===== src/logic/blur_params.svh =====
// blur harness parameters
`ifndef BLUR_PARAMS_SVH
`define BLUR_PARAMS_SVH

// pixel width in bits
`define BLUR_PIX_W 8

// pixels per line, no window crosses a line
`define BLUR_LINE_W 16

// statistics counter width
`define BLUR_CNT_W 16

`endif


===== src/logic/blur_pkg.sv =====
// blur shared types
`default_nettype none

`include "blur_params.svh"

package blur_pkg;

    typedef logic [`BLUR_PIX_W-1:0] pix_t;

    // 1 + 2 + 1 weights need two extra bits
    typedef logic [`BLUR_PIX_W+1:0] acc_t;

    typedef logic [$clog2(`BLUR_LINE_W + 1)-1:0] col_t;

    typedef logic [`BLUR_CNT_W-1:0] cnt_t;

endpackage

`default_nettype wire


===== src/logic/blur_spec.sv =====
// behavioural 1-2-1 blur
`timescale 1ns/1ps
`default_nettype none

`include "blur_params.svh"

module blur_spec
    import blur_pkg::*;
(
    input  logic clk,
    input  logic rst_init,
    input  pix_t in_data,
    input  logic in_valid,
    output logic in_ready,
    output pix_t out_data,
    output logic out_valid,
    input  logic out_ready
);

    pix_t p1;  // previous pixel
    pix_t p2;  // previous but one
    col_t col;
    acc_t sum;
    logic accept;
    logic win;

    assign in_ready = !out_valid || out_ready;
    assign accept = in_valid && in_ready;
    assign win = (col >= col_t'(2));

    assign sum = acc_t'(p2) + (acc_t'(p1) << 1) + acc_t'(in_data);

    always_ff @(posedge clk) begin
        if (rst_init) begin
            col <= '0;
        end else if (accept) begin
            col <= (col == col_t'(`BLUR_LINE_W - 1)) ? '0 : col + col_t'(1);
        end
    end

    // tap history, no reset needed
    always_ff @(posedge clk) begin
        if (accept) begin
            p2 <= p1;
            p1 <= in_data;
        end
    end

    always_ff @(posedge clk) begin
        if (rst_init) begin
            out_valid <= 1'b0;
        end else if (accept && win) begin
            out_valid <= 1'b1;
        end else if (out_ready) begin
            out_valid <= 1'b0;
        end
    end

    always_ff @(posedge clk) begin
        if (accept && win) begin
            out_data <= sum[`BLUR_PIX_W+1:2];  // truncating divide by 4
        end
    end

    a_out_stable: assert property (@(posedge clk) disable iff (rst_init)
        out_valid && !out_ready |=> out_valid && $stable(out_data));

endmodule

`default_nettype wire


===== src/logic/blur_pipe.sv =====
// pipelined 1-2-1 blur
//   two stages into a two-entry skid buffer
`timescale 1ns/1ps
`default_nettype none

`include "blur_params.svh"

module blur_pipe
    import blur_pkg::*;
(
    input  logic clk,
    input  logic rst_init,
    input  pix_t in_data,
    input  logic in_valid,
    output logic in_ready,
    output pix_t out_data,
    output logic out_valid,
    input  logic out_ready
);

    pix_t p1;
    pix_t p2;
    col_t col;
    logic accept;
    logic win;

    // stage one
    acc_t s1_outer;
    acc_t s1_mid;
    logic s1_valid;

    // stage two, add and shift straight into the buffer
    acc_t s2_sum;
    pix_t s2_data;

    // skid buffer
    pix_t mem [2];
    logic wr_ptr;
    logic rd_ptr;
    logic [1:0] count;
    logic [1:0] level;
    logic push;
    logic pop;

    assign accept = in_valid && in_ready;
    assign win = (col >= col_t'(2));

    always_ff @(posedge clk) begin
        if (rst_init) begin
            col <= '0;
        end else if (accept) begin
            col <= (col == col_t'(`BLUR_LINE_W - 1)) ? '0 : col + col_t'(1);
        end
    end

    always_ff @(posedge clk) begin
        if (accept) begin
            p2 <= p1;
            p1 <= in_data;
        end
    end

    always_ff @(posedge clk) begin
        if (rst_init) begin
            s1_valid <= 1'b0;
        end else begin
            s1_valid <= accept && win;  // never stalls, buffer space is reserved
        end
    end

    always_ff @(posedge clk) begin
        if (accept && win) begin
            s1_outer <= acc_t'(p2) + acc_t'(in_data);
            s1_mid <= acc_t'(p1) << 1;
        end
    end

    assign s2_sum = s1_outer + s1_mid;
    assign s2_data = s2_sum[`BLUR_PIX_W+1:2];

    assign push = s1_valid;
    assign pop = out_valid && out_ready;
    assign out_valid = (count != 2'd0);
    assign out_data = mem[rd_ptr];

    // entries held plus the one still in stage one
    assign level = count + 2'(s1_valid);
    assign in_ready = (level < 2'd2) || (level == 2'd2 && pop);

    always_ff @(posedge clk) begin
        if (push) begin
            mem[wr_ptr] <= s2_data;
        end
    end

    always_ff @(posedge clk) begin
        if (rst_init) begin
            wr_ptr <= 1'b0;
            rd_ptr <= 1'b0;
            count <= 2'd0;
        end else begin
            if (push) begin
                wr_ptr <= ~wr_ptr;
            end
            if (pop) begin
                rd_ptr <= ~rd_ptr;
            end
            count <= count + 2'(push) - 2'(pop);
        end
    end

    // in_ready reserved a slot when the pixel was taken
    a_no_overflow: assert property (@(posedge clk) disable iff (rst_init)
        push |-> count != 2'd2);

    a_out_stable: assert property (@(posedge clk) disable iff (rst_init)
        out_valid && !out_ready |=> out_valid && $stable(out_data));

endmodule

`default_nettype wire


===== src/logic/eq_checker.sv =====
// lockstep fork, join and compare
`timescale 1ns/1ps
`default_nettype none

module eq_checker
    import blur_pkg::*;
(
    input  logic clk,
    input  logic rst_init,
    input  pix_t arg_1_tdata,
    input  logic arg_1_tvalid,
    output logic arg_1_tready,
    output pix_t in_data,
    output logic spec_in_valid,
    output logic pipe_in_valid,
    input  logic spec_in_ready,
    input  logic pipe_in_ready,
    input  pix_t spec_out_data,
    input  pix_t pipe_out_data,
    input  logic spec_out_valid,
    input  logic pipe_out_valid,
    output logic out_ready,
    output pix_t arg_0_tdata,
    output logic arg_0_tvalid,
    input  logic arg_0_tready,
    output logic mismatch,
    output cnt_t match_count,
    output cnt_t mismatch_count
);

    logic both_ready;
    logic xfer;
    logic same;

    // fork: a pixel goes in only when both sides take it
    assign both_ready = spec_in_ready && pipe_in_ready;
    assign arg_1_tready = both_ready;
    assign in_data = arg_1_tdata;
    assign spec_in_valid = arg_1_tvalid && both_ready;
    assign pipe_in_valid = arg_1_tvalid && both_ready;

    // join
    assign arg_0_tvalid = spec_out_valid && pipe_out_valid;
    assign arg_0_tdata = pipe_out_data;
    assign xfer = arg_0_tvalid && arg_0_tready;
    assign out_ready = xfer;  // pops both together

    assign same = (spec_out_data == pipe_out_data);

    always_ff @(posedge clk) begin
        if (rst_init) begin
            match_count <= '0;
            mismatch_count <= '0;
        end else if (xfer) begin
            if (same) begin
                match_count <= match_count + cnt_t'(1);
            end else begin
                mismatch_count <= mismatch_count + cnt_t'(1);
            end
        end
    end

    always_ff @(posedge clk) begin
        if (rst_init) begin
            mismatch <= 1'b0;
        end else if (xfer && !same) begin
            mismatch <= 1'b1;  // sticky until reset
        end
    end

endmodule

`default_nettype wire


===== src/logic/eq_top.sv =====
// blur equivalence harness
`timescale 1ns/1ps
`default_nettype none

`include "blur_params.svh"

module eq_top
    import blur_pkg::*;
(
    input  logic clk,
    input  logic rst_init,
    input  pix_t arg_1_tdata,
    input  logic arg_1_tvalid,
    output logic arg_1_tready,
    output pix_t arg_0_tdata,
    output logic arg_0_tvalid,
    input  logic arg_0_tready,
    output logic mismatch,
    output cnt_t match_count,
    output cnt_t mismatch_count
);

    pix_t in_data;
    logic spec_in_valid;
    logic pipe_in_valid;
    logic spec_in_ready;
    logic pipe_in_ready;
    pix_t spec_out_data;
    pix_t pipe_out_data;
    logic spec_out_valid;
    logic pipe_out_valid;
    logic out_ready;

    blur_spec u_spec (
        .clk       (clk),
        .rst_init  (rst_init),
        .in_data   (in_data),
        .in_valid  (spec_in_valid),
        .in_ready  (spec_in_ready),
        .out_data  (spec_out_data),
        .out_valid (spec_out_valid),
        .out_ready (out_ready)
    );

    blur_pipe u_pipe (
        .clk       (clk),
        .rst_init  (rst_init),
        .in_data   (in_data),
        .in_valid  (pipe_in_valid),
        .in_ready  (pipe_in_ready),
        .out_data  (pipe_out_data),
        .out_valid (pipe_out_valid),
        .out_ready (out_ready)
    );

    eq_checker u_chk (
        .clk            (clk),
        .rst_init       (rst_init),
        .arg_1_tdata    (arg_1_tdata),
        .arg_1_tvalid   (arg_1_tvalid),
        .arg_1_tready   (arg_1_tready),
        .in_data        (in_data),
        .spec_in_valid  (spec_in_valid),
        .pipe_in_valid  (pipe_in_valid),
        .spec_in_ready  (spec_in_ready),
        .pipe_in_ready  (pipe_in_ready),
        .spec_out_data  (spec_out_data),
        .pipe_out_data  (pipe_out_data),
        .spec_out_valid (spec_out_valid),
        .pipe_out_valid (pipe_out_valid),
        .out_ready      (out_ready),
        .arg_0_tdata    (arg_0_tdata),
        .arg_0_tvalid   (arg_0_tvalid),
        .arg_0_tready   (arg_0_tready),
        .mismatch       (mismatch),
        .match_count    (match_count),
        .mismatch_count (mismatch_count)
    );

endmodule

`default_nettype wire


===== config.mk =====
export PLATFORM = sky130hd
export DESIGN_NAME = eq_top
export DESIGN_NICKNAME = d
export VERILOG_FILES = /design/src/logic/blur_pkg.sv /design/src/logic/blur_spec.sv /design/src/logic/blur_pipe.sv /design/src/logic/eq_checker.sv /design/src/logic/eq_top.sv
export VERILOG_INCLUDE_DIRS = /design/src /design/src/logic
export SDC_FILE = /design/constraint.sdc
export NUM_CORES = 1
export LEC_CHECK = 0
export BUFFER_PORTS_ARGS = -buffer_cell sky130_fd_sc_hd__buf_2
export CAP_MARGIN = 20
export CELL_PAD_IN_SITES_DETAIL_PLACEMENT = 0
export CELL_PAD_IN_SITES_GLOBAL_PLACEMENT = 1
export CORE_ASPECT_RATIO = 0.5
export CORE_MARGIN = 4
export CORE_UTILIZATION = 52
export CTS_CLUSTER_SIZE = 16
export DETAILED_ROUTE_END_ITERATION = 16
export MAX_ROUTING_LAYER = met4
export PLACE_DENSITY = 0.87
export SLEW_MARGIN = 20
export SYNTH_ARGS = -nofsm -noshare
export SYNTH_HDL_FRONTEND = slang
export SYNTH_SLANG_ARGS = --single-unit

===== constraint.sdc =====
create_clock -name clk -period 5.9 [get_ports clk]
set_clock_uncertainty 0.15 [all_clocks]
set_input_delay 0.59 -clock clk [delete_from_list [all_inputs] [get_ports clk]]
set_output_delay 0.59 -clock clk [all_outputs]
set_load 0.1 [all_outputs]

---- Word-level counts from Yosys, hierarchy flattened ----
Memory sizes are Yosys's and may differ from the RTL's. A register that Yosys moved wholly into a read port is not among the register bits.
Cells that the tools add are included.
storage, ports and cells
  memory bits (writable) .................. 16
  output and inout bits ................... 43
  word-level logic and storage cells ...... 65
  bits in registers ....................... 107
  memories kept ........................... 1
  bits of input ports ..................... 12
memories
  memory      words  width  rd ports  clocked after memory_dff  write ports  line             text
  u_pipe.mem  2      8      1         1                         1            blur_pipe.sv:37  pix_t mem [2];
operators by class
  multiplexer cells ....................... 8
  bitwise operators ....................... 3
  reduce and logical (&&, ||, !) cells .... 19
  magnitude comparators ................... 3
  equality and inequality tests ........... 4
  add/sub/neg operators ................... 10
operators with widths
  cell                                                 number
  adder 16 x 1 -> 16 bit, second input constant        2
  logical AND 1 bit                                    11
  adder 10 x 8 -> 10 bit                               1
  adder 10 x 9 -> 10 bit                               1
  adder 5 x 1 -> 5 bit, second input constant          2
  adder 8 x 9 -> 10 bit                                1
  == test 5 x 4 -> 1 bit, second input constant        2
  >= comparator 5 x 2 -> 1 bit, second input constant  2
  two-way mux 5 bit                                    2
  adder 8 x 8 -> 9 bit                                 1
  == test 8 bit                                        1
  two-way mux 1 bit                                    6
  AND reduction 2 bit                                  2
  nonzero test 2 bit                                   2
  inverter 1 bit                                       3
  adder 2 x 1 -> 2 bit                                 1
  == test 2 bit, second input constant                 1
  zero test 1 bit                                      2
  logical OR 1 bit                                     2
  less-than comparator 2 bit, second input constant    1
  subtractor 2 x 1 -> 2 bit                            1

---- Longest topological paths before layout ----
  word-level depth ........................ 11
  gate-level depth with buffers ........... 9
  mapped depth without buffers ............ 9

---- Cells and area by module ----
From an unflattened synthesis, not the netlist that was laid out.
unflattened totals
  cells, all modules ...................... 504
  area, all modules ....................... 5939.4 um^2
modules (own cells, without submodules)
  module      times used  area each (um^2)  cells each
  blur_pipe   1           2657.5            183
  eq_checker  1           1761.7            207
  blur_spec   1           1520.2            114

---- Least setup slack after synthesis ----
Ideal clock, no wire load.
  path type ............................... reg2reg
  start point ............................. register u_spec.out_valid
  end point ............................... register u_chk.mismatch_count[15]
  period minus slack after synthesis ...... 3108 ps
  stages on the path, launching flop included .. 8
  path buffers ............................ 1
  slack ................................... 2792 ps
  library setup time ...................... 121 ps
  data arrival time ....................... 2837 ps
  cells stage by stage .................... dfxtp_1 -> o21a_1 -> nand2_1 -> inv_1 -> clkbuf_1 -> nand4_1 -> a2111oi_0 -> mux2_2
between the ends
  word-level cells in the longest chain between the ends .. 3
RTL lines
  element                               line              text
  start: declaration                    blur_spec.sv:16   output logic out_valid,
  start signal: assignment              blur_spec.sv:51   out_valid <= 1'b0;
  start signal: assignment              blur_spec.sv:53   out_valid <= 1'b1;
  start signal: assignment              blur_spec.sv:55   out_valid <= 1'b0;
  logical AND 1 bit                     eq_checker.sv:43  assign arg_0_tvalid = spec_out_valid && pipe_out_valid;
  named net arg_0_tvalid                eq_top.sv:16      output logic arg_0_tvalid,
  logical AND 1 bit                     eq_checker.sv:45  assign xfer = arg_0_tvalid && arg_0_tready;
  AND reduction 2 bit (no source line)  --
  end signal: assignment                eq_checker.sv:58  mismatch_count <= mismatch_count + cnt_t'(1);
  end: declaration                      eq_checker.sv:28  output cnt_t mismatch_count
The timed path passes the listed nets, and every way through them passes these cells.
A chain may end at the register's enable or synchronous reset.

==> metrics.yaml <==
outcome:
  status: "finished clean"
global_routing:
  grt_pass1_vias: 3954
  grt_pass1_wl_mm: 19.5
  grt_use_met3_pct: 4.14
  grt.overflow.total: 0
  met1_usage_pct: 24.9
  busiest_layer: "met2"
  met2_usage_pct: 29.0
  grt_usage_pct: 18.9
  grt_antenna_before_repair: 0
  grt_max_degree: 78
critical_path:
  cpLargestDelayFamily: "simple AND/OR/NAND/NOR gates"
  crit_type: "reg2reg"
  rr_endpoint: "u_chk.match_count[13]$_SDFFE_PP0P_"
  end_kind: "register"
  ff2ff_path_depth: 5
  critical_path.max_fanout: 17
  crit_path_start_kind: "register"
  path_common_cell: "mux2_4"
  worst_path_largest_cell_delay_ns: 0.86
  cp_data_required_time_ns: 6.05
  cp_slowest_cell: "or4_1"
  timing.reg2reg.setup_slack_ns: 2.76
  crit_path_cell_trace: "mux2_4, xor2_1, or4_1, or4_4, mux2_4"
  worst-path-buf-inv: 0
  crit_arrival_ns: 3.29
clocking:
  cts_buffers: 17
  cts_setup_buffers: 0
  insertion_delay_ns: 0.41
  root_buffer: "clkbuf_16"
  cts_num_sinks: 122
  clkSlewWorstSetupHoldPaths_ns: 0.06
  htree_levels: 4
  cts.repair.resized: 0
  cts_buffer_depth: 2
  cts_tree: "built"
  hold_buffers: 0
floorplanning:
  die_x_um: 160
  ios: 55
  die_area_sq_mm: 0.0134
  rows: 27
  core_sq_mm: 0.0111
  die_y_um: 83.8
  start_util_pct: 53.8
synth:
  synth.yosys.warnings: 0
  synthCells: 507
  async_flop_share_pct: 0
  yosysSeqAreaShare_pct: 52.9
  synth_edf_count: 72
  synth-simple-area-share_pct: 15.1
  synth-xor-area-share_pct: 5.28
  yosys.area_share.adder_pct: 9.42
  synth-compound-area-share_pct: 7.29
  ys_ff_latch: 122
  synthDistinctLibCells: 46
  synth_mux_area_share_pct: 7.58
  synth_area_leader_cell: "edfxtp_1"
  synth_area_sq_mm: 0.00597
  yosys.area.top_type_share_pct: 36.2
  synth_nets: 558
  ys_top_cells_by_area: "edfxtp_1 36%, dfxtp_1 17%, ha_1 6.1%"
  syn_area_per_cell_sq_um: 11.8
  synth_top_family_by_area: "simple AND/OR/NAND/NOR gates"
  synth_flop_cell: "edfxtp_1"
final_layout:
  instances_no_fill: 723
  fillCellCount: 861
  multi_input_area_sq_mm: 0.00270
  fin_nets: 616
  regArea_sq_mm: 0.00316
  antenna_cells: 0
  layout-drive-gt1-share_pct: 20.2
  area_delta_synth_final_pct: 17.4
timing:
  hold_violations: 0
  fmax_mhz: 318
  fin_crit_sh_pct: 53.3
  setup_slack_ns: 2.76
  relSlewSlack_pct: 50.7
  maxSlewViolCount: 0
  period_needed_ns: 3.14
  finalSetupViolations: 0
  rsz0062_at_grt: "no"
  tightest_slew_ns: 0.739
  final.setup.tns_ns: 0
placement:
  portBuffers: 54
  dp_cells: 691
  dpl.hpwl_mm: 7.87
  gp_congestion: 0.767
  pre_cts_slack_ns: 2.73
route:
  first_pass_iters: 4
  wirelength_mm: 11.6
  first_iter_violations: 273
  drc_errors: 0
  via_count: 3995
  drtAntennaViolNets: 0
  wl_per_cell_um: 16.1
  vias_per_cell: 5.53
hold_path:
  hold_end: "u_pipe.p1[3]$_DFFE_PP_"
  hold_path.class: "in2reg"
  hp-start: "arg_1_tdata[3]"
  hold_depth: 1
power:
  powerDensity_mw_per_mm2: 355
  p_leak_nw: 2.85
  ir_drop_mv: 0.210
flow_run:
  max_cap_viol_count: 0
==> cell type report <==
| class | count | area share [%] |
|---|---|---|
| inverter | 16 | 0.857 |
| clock buffer | 19 | 6.46 |
| tap | 145 | 2.59 |
| timing repair buffer | 59 | 4.39 |
| multi-input combinational | 349 | 38.6 |
| clock inverter | 13 | 2.03 |
| sequential | 122 | 45.1 |
==> worst max-delay path by stage <==
| stage | cells past startpoint | end |
|---|---|---|
| 2_1_floorplan | 7 | u_chk.mismatch_count[15]$_SDFFE_PP0P_ |
| 3_3_place_gp | 10 | u_spec.out_data[7]$_DFFE_PP_ |
| 3_5_place_dp | 10 | u_spec.out_data[7]$_DFFE_PP_ |
| 4_1_cts | 5 | u_chk.match_count[13]$_SDFFE_PP0P_ |
| 5_1_grt | 5 | u_chk.match_count[13]$_SDFFE_PP0P_ |
| 6_report | 5 | u_chk.match_count[13]$_SDFFE_PP0P_ |
==> worst register-to-register path, cell delays in order, from the launching register on <==
cell and delay [ns]:
dfxtp_1 0.58, mux2_4 0.35, xor2_1 0.16, or4_1 0.86
or4_4 0.63, mux2_4 0.30
==> stage by stage <==
step | util, % | power, W | cell area (sq um) | hold WS (ns)
finish | 63.1 | 0.00249 | 7010 | 0.278
global route | 63.1 | 0.00260 | 7010 | 0.274
CTS | 63.1 | 0.00251 | 7010 | 0.255
detailed placement | 57.7 | 0.00147 | 6420 | 0.286
global placement | 57.7 | 0.00146 | 6420 | 0.282
floorplan | - | 0.00137 | 5970 | 0.271
==> per-layer routing <==
metal | routed length (um) | vias to the layer above
met5 | 0 | -
met4 | 114 | 0
met3 | 434 | 12
met2 | 5380 | 69
met1 | 5680 | 1940
li1 | - | 1974
==> state kept, by name, summed over array words and instances, names as in the netlist, 2 cells and up, named ones only <==
signal                count
u_chk.match_count        16
u_chk.mismatch_count     16
u_pipe.mem               16
u_pipe.p1                 8
u_pipe.p2                 8
u_pipe.s1_mid             8
u_pipe.s1_outer           8
u_spec.out_data           8
u_spec.p1                 8
u_spec.p2                 8
u_pipe.col                5
u_spec.col                5
u_pipe.count              2
==> cells in the mapped netlist (2+ instances only) <==
library cell / instances
mux2_1: 20
or4_1: 5
nor3_1: 4
inv_1: 16
xnor2_1: 20
and2_1: 4
o21ai_0: 4
a211oi_1: 3
and3b_1: 3
nand3_1: 13
nand4_1: 19
nor2_1: 47
xor2_1: 16
fa_1: 10
nor4_1: 11
o31ai_1: 2
nand2_1: 21
a21o_1: 4
mux2_2: 10
clkbuf_1: 17
mux2_4: 7
a221oi_1: 2
and4_1: 2
a2111oi_0: 5
o2111ai_1: 2
edfxtp_1: 72
a21oi_1: 27
o21bai_1: 7
o21a_1: 3
and3_1: 4
dfxtp_1: 50
nor2b_1: 31
or4_4: 2
a31o_2: 2
nand2b_1: 3
ha_1: 29
==> cell usage in the layout, fill, tap and decap left out, types with 17 or more instances in the layout <==
| master | count |
|---|---|
| buf_2 | 54 |
| nor2_1 | 47 |
| mux2_1 | 20 |
| dfxtp_1 | 50 |
| nand4_1 | 19 |
| xnor2_1 | 20 |
| nor2b_1 | 31 |
| clkbuf_16 | 17 |
| a21oi_1 | 27 |
| ha_1 | 29 |
| nand2_1 | 21 |
| edfxtp_1 | 72 |
==> kinds of logic (layout without fill, tap and decap cells) <==
group,after synthesis,count (layout)
AOI/OAI and AO/OA,66,66
and+or+nand+nor,170,170
adders and majority gates,39,39
buffers and inverters,36,107
xor gates and xnor gates,36,36
muxes,38,38
DFF,122,122
==> where the power goes <==
| group | switching [W] | internal, W |
|---|---|---|
| Sequential | 0.0000370 | 0.00101 |
| Clock | 0.000386 | 0.000646 |
| Combinational | 0.000259 | 0.000153 |
Note: power is estimated with default switching activity, not from simulation.
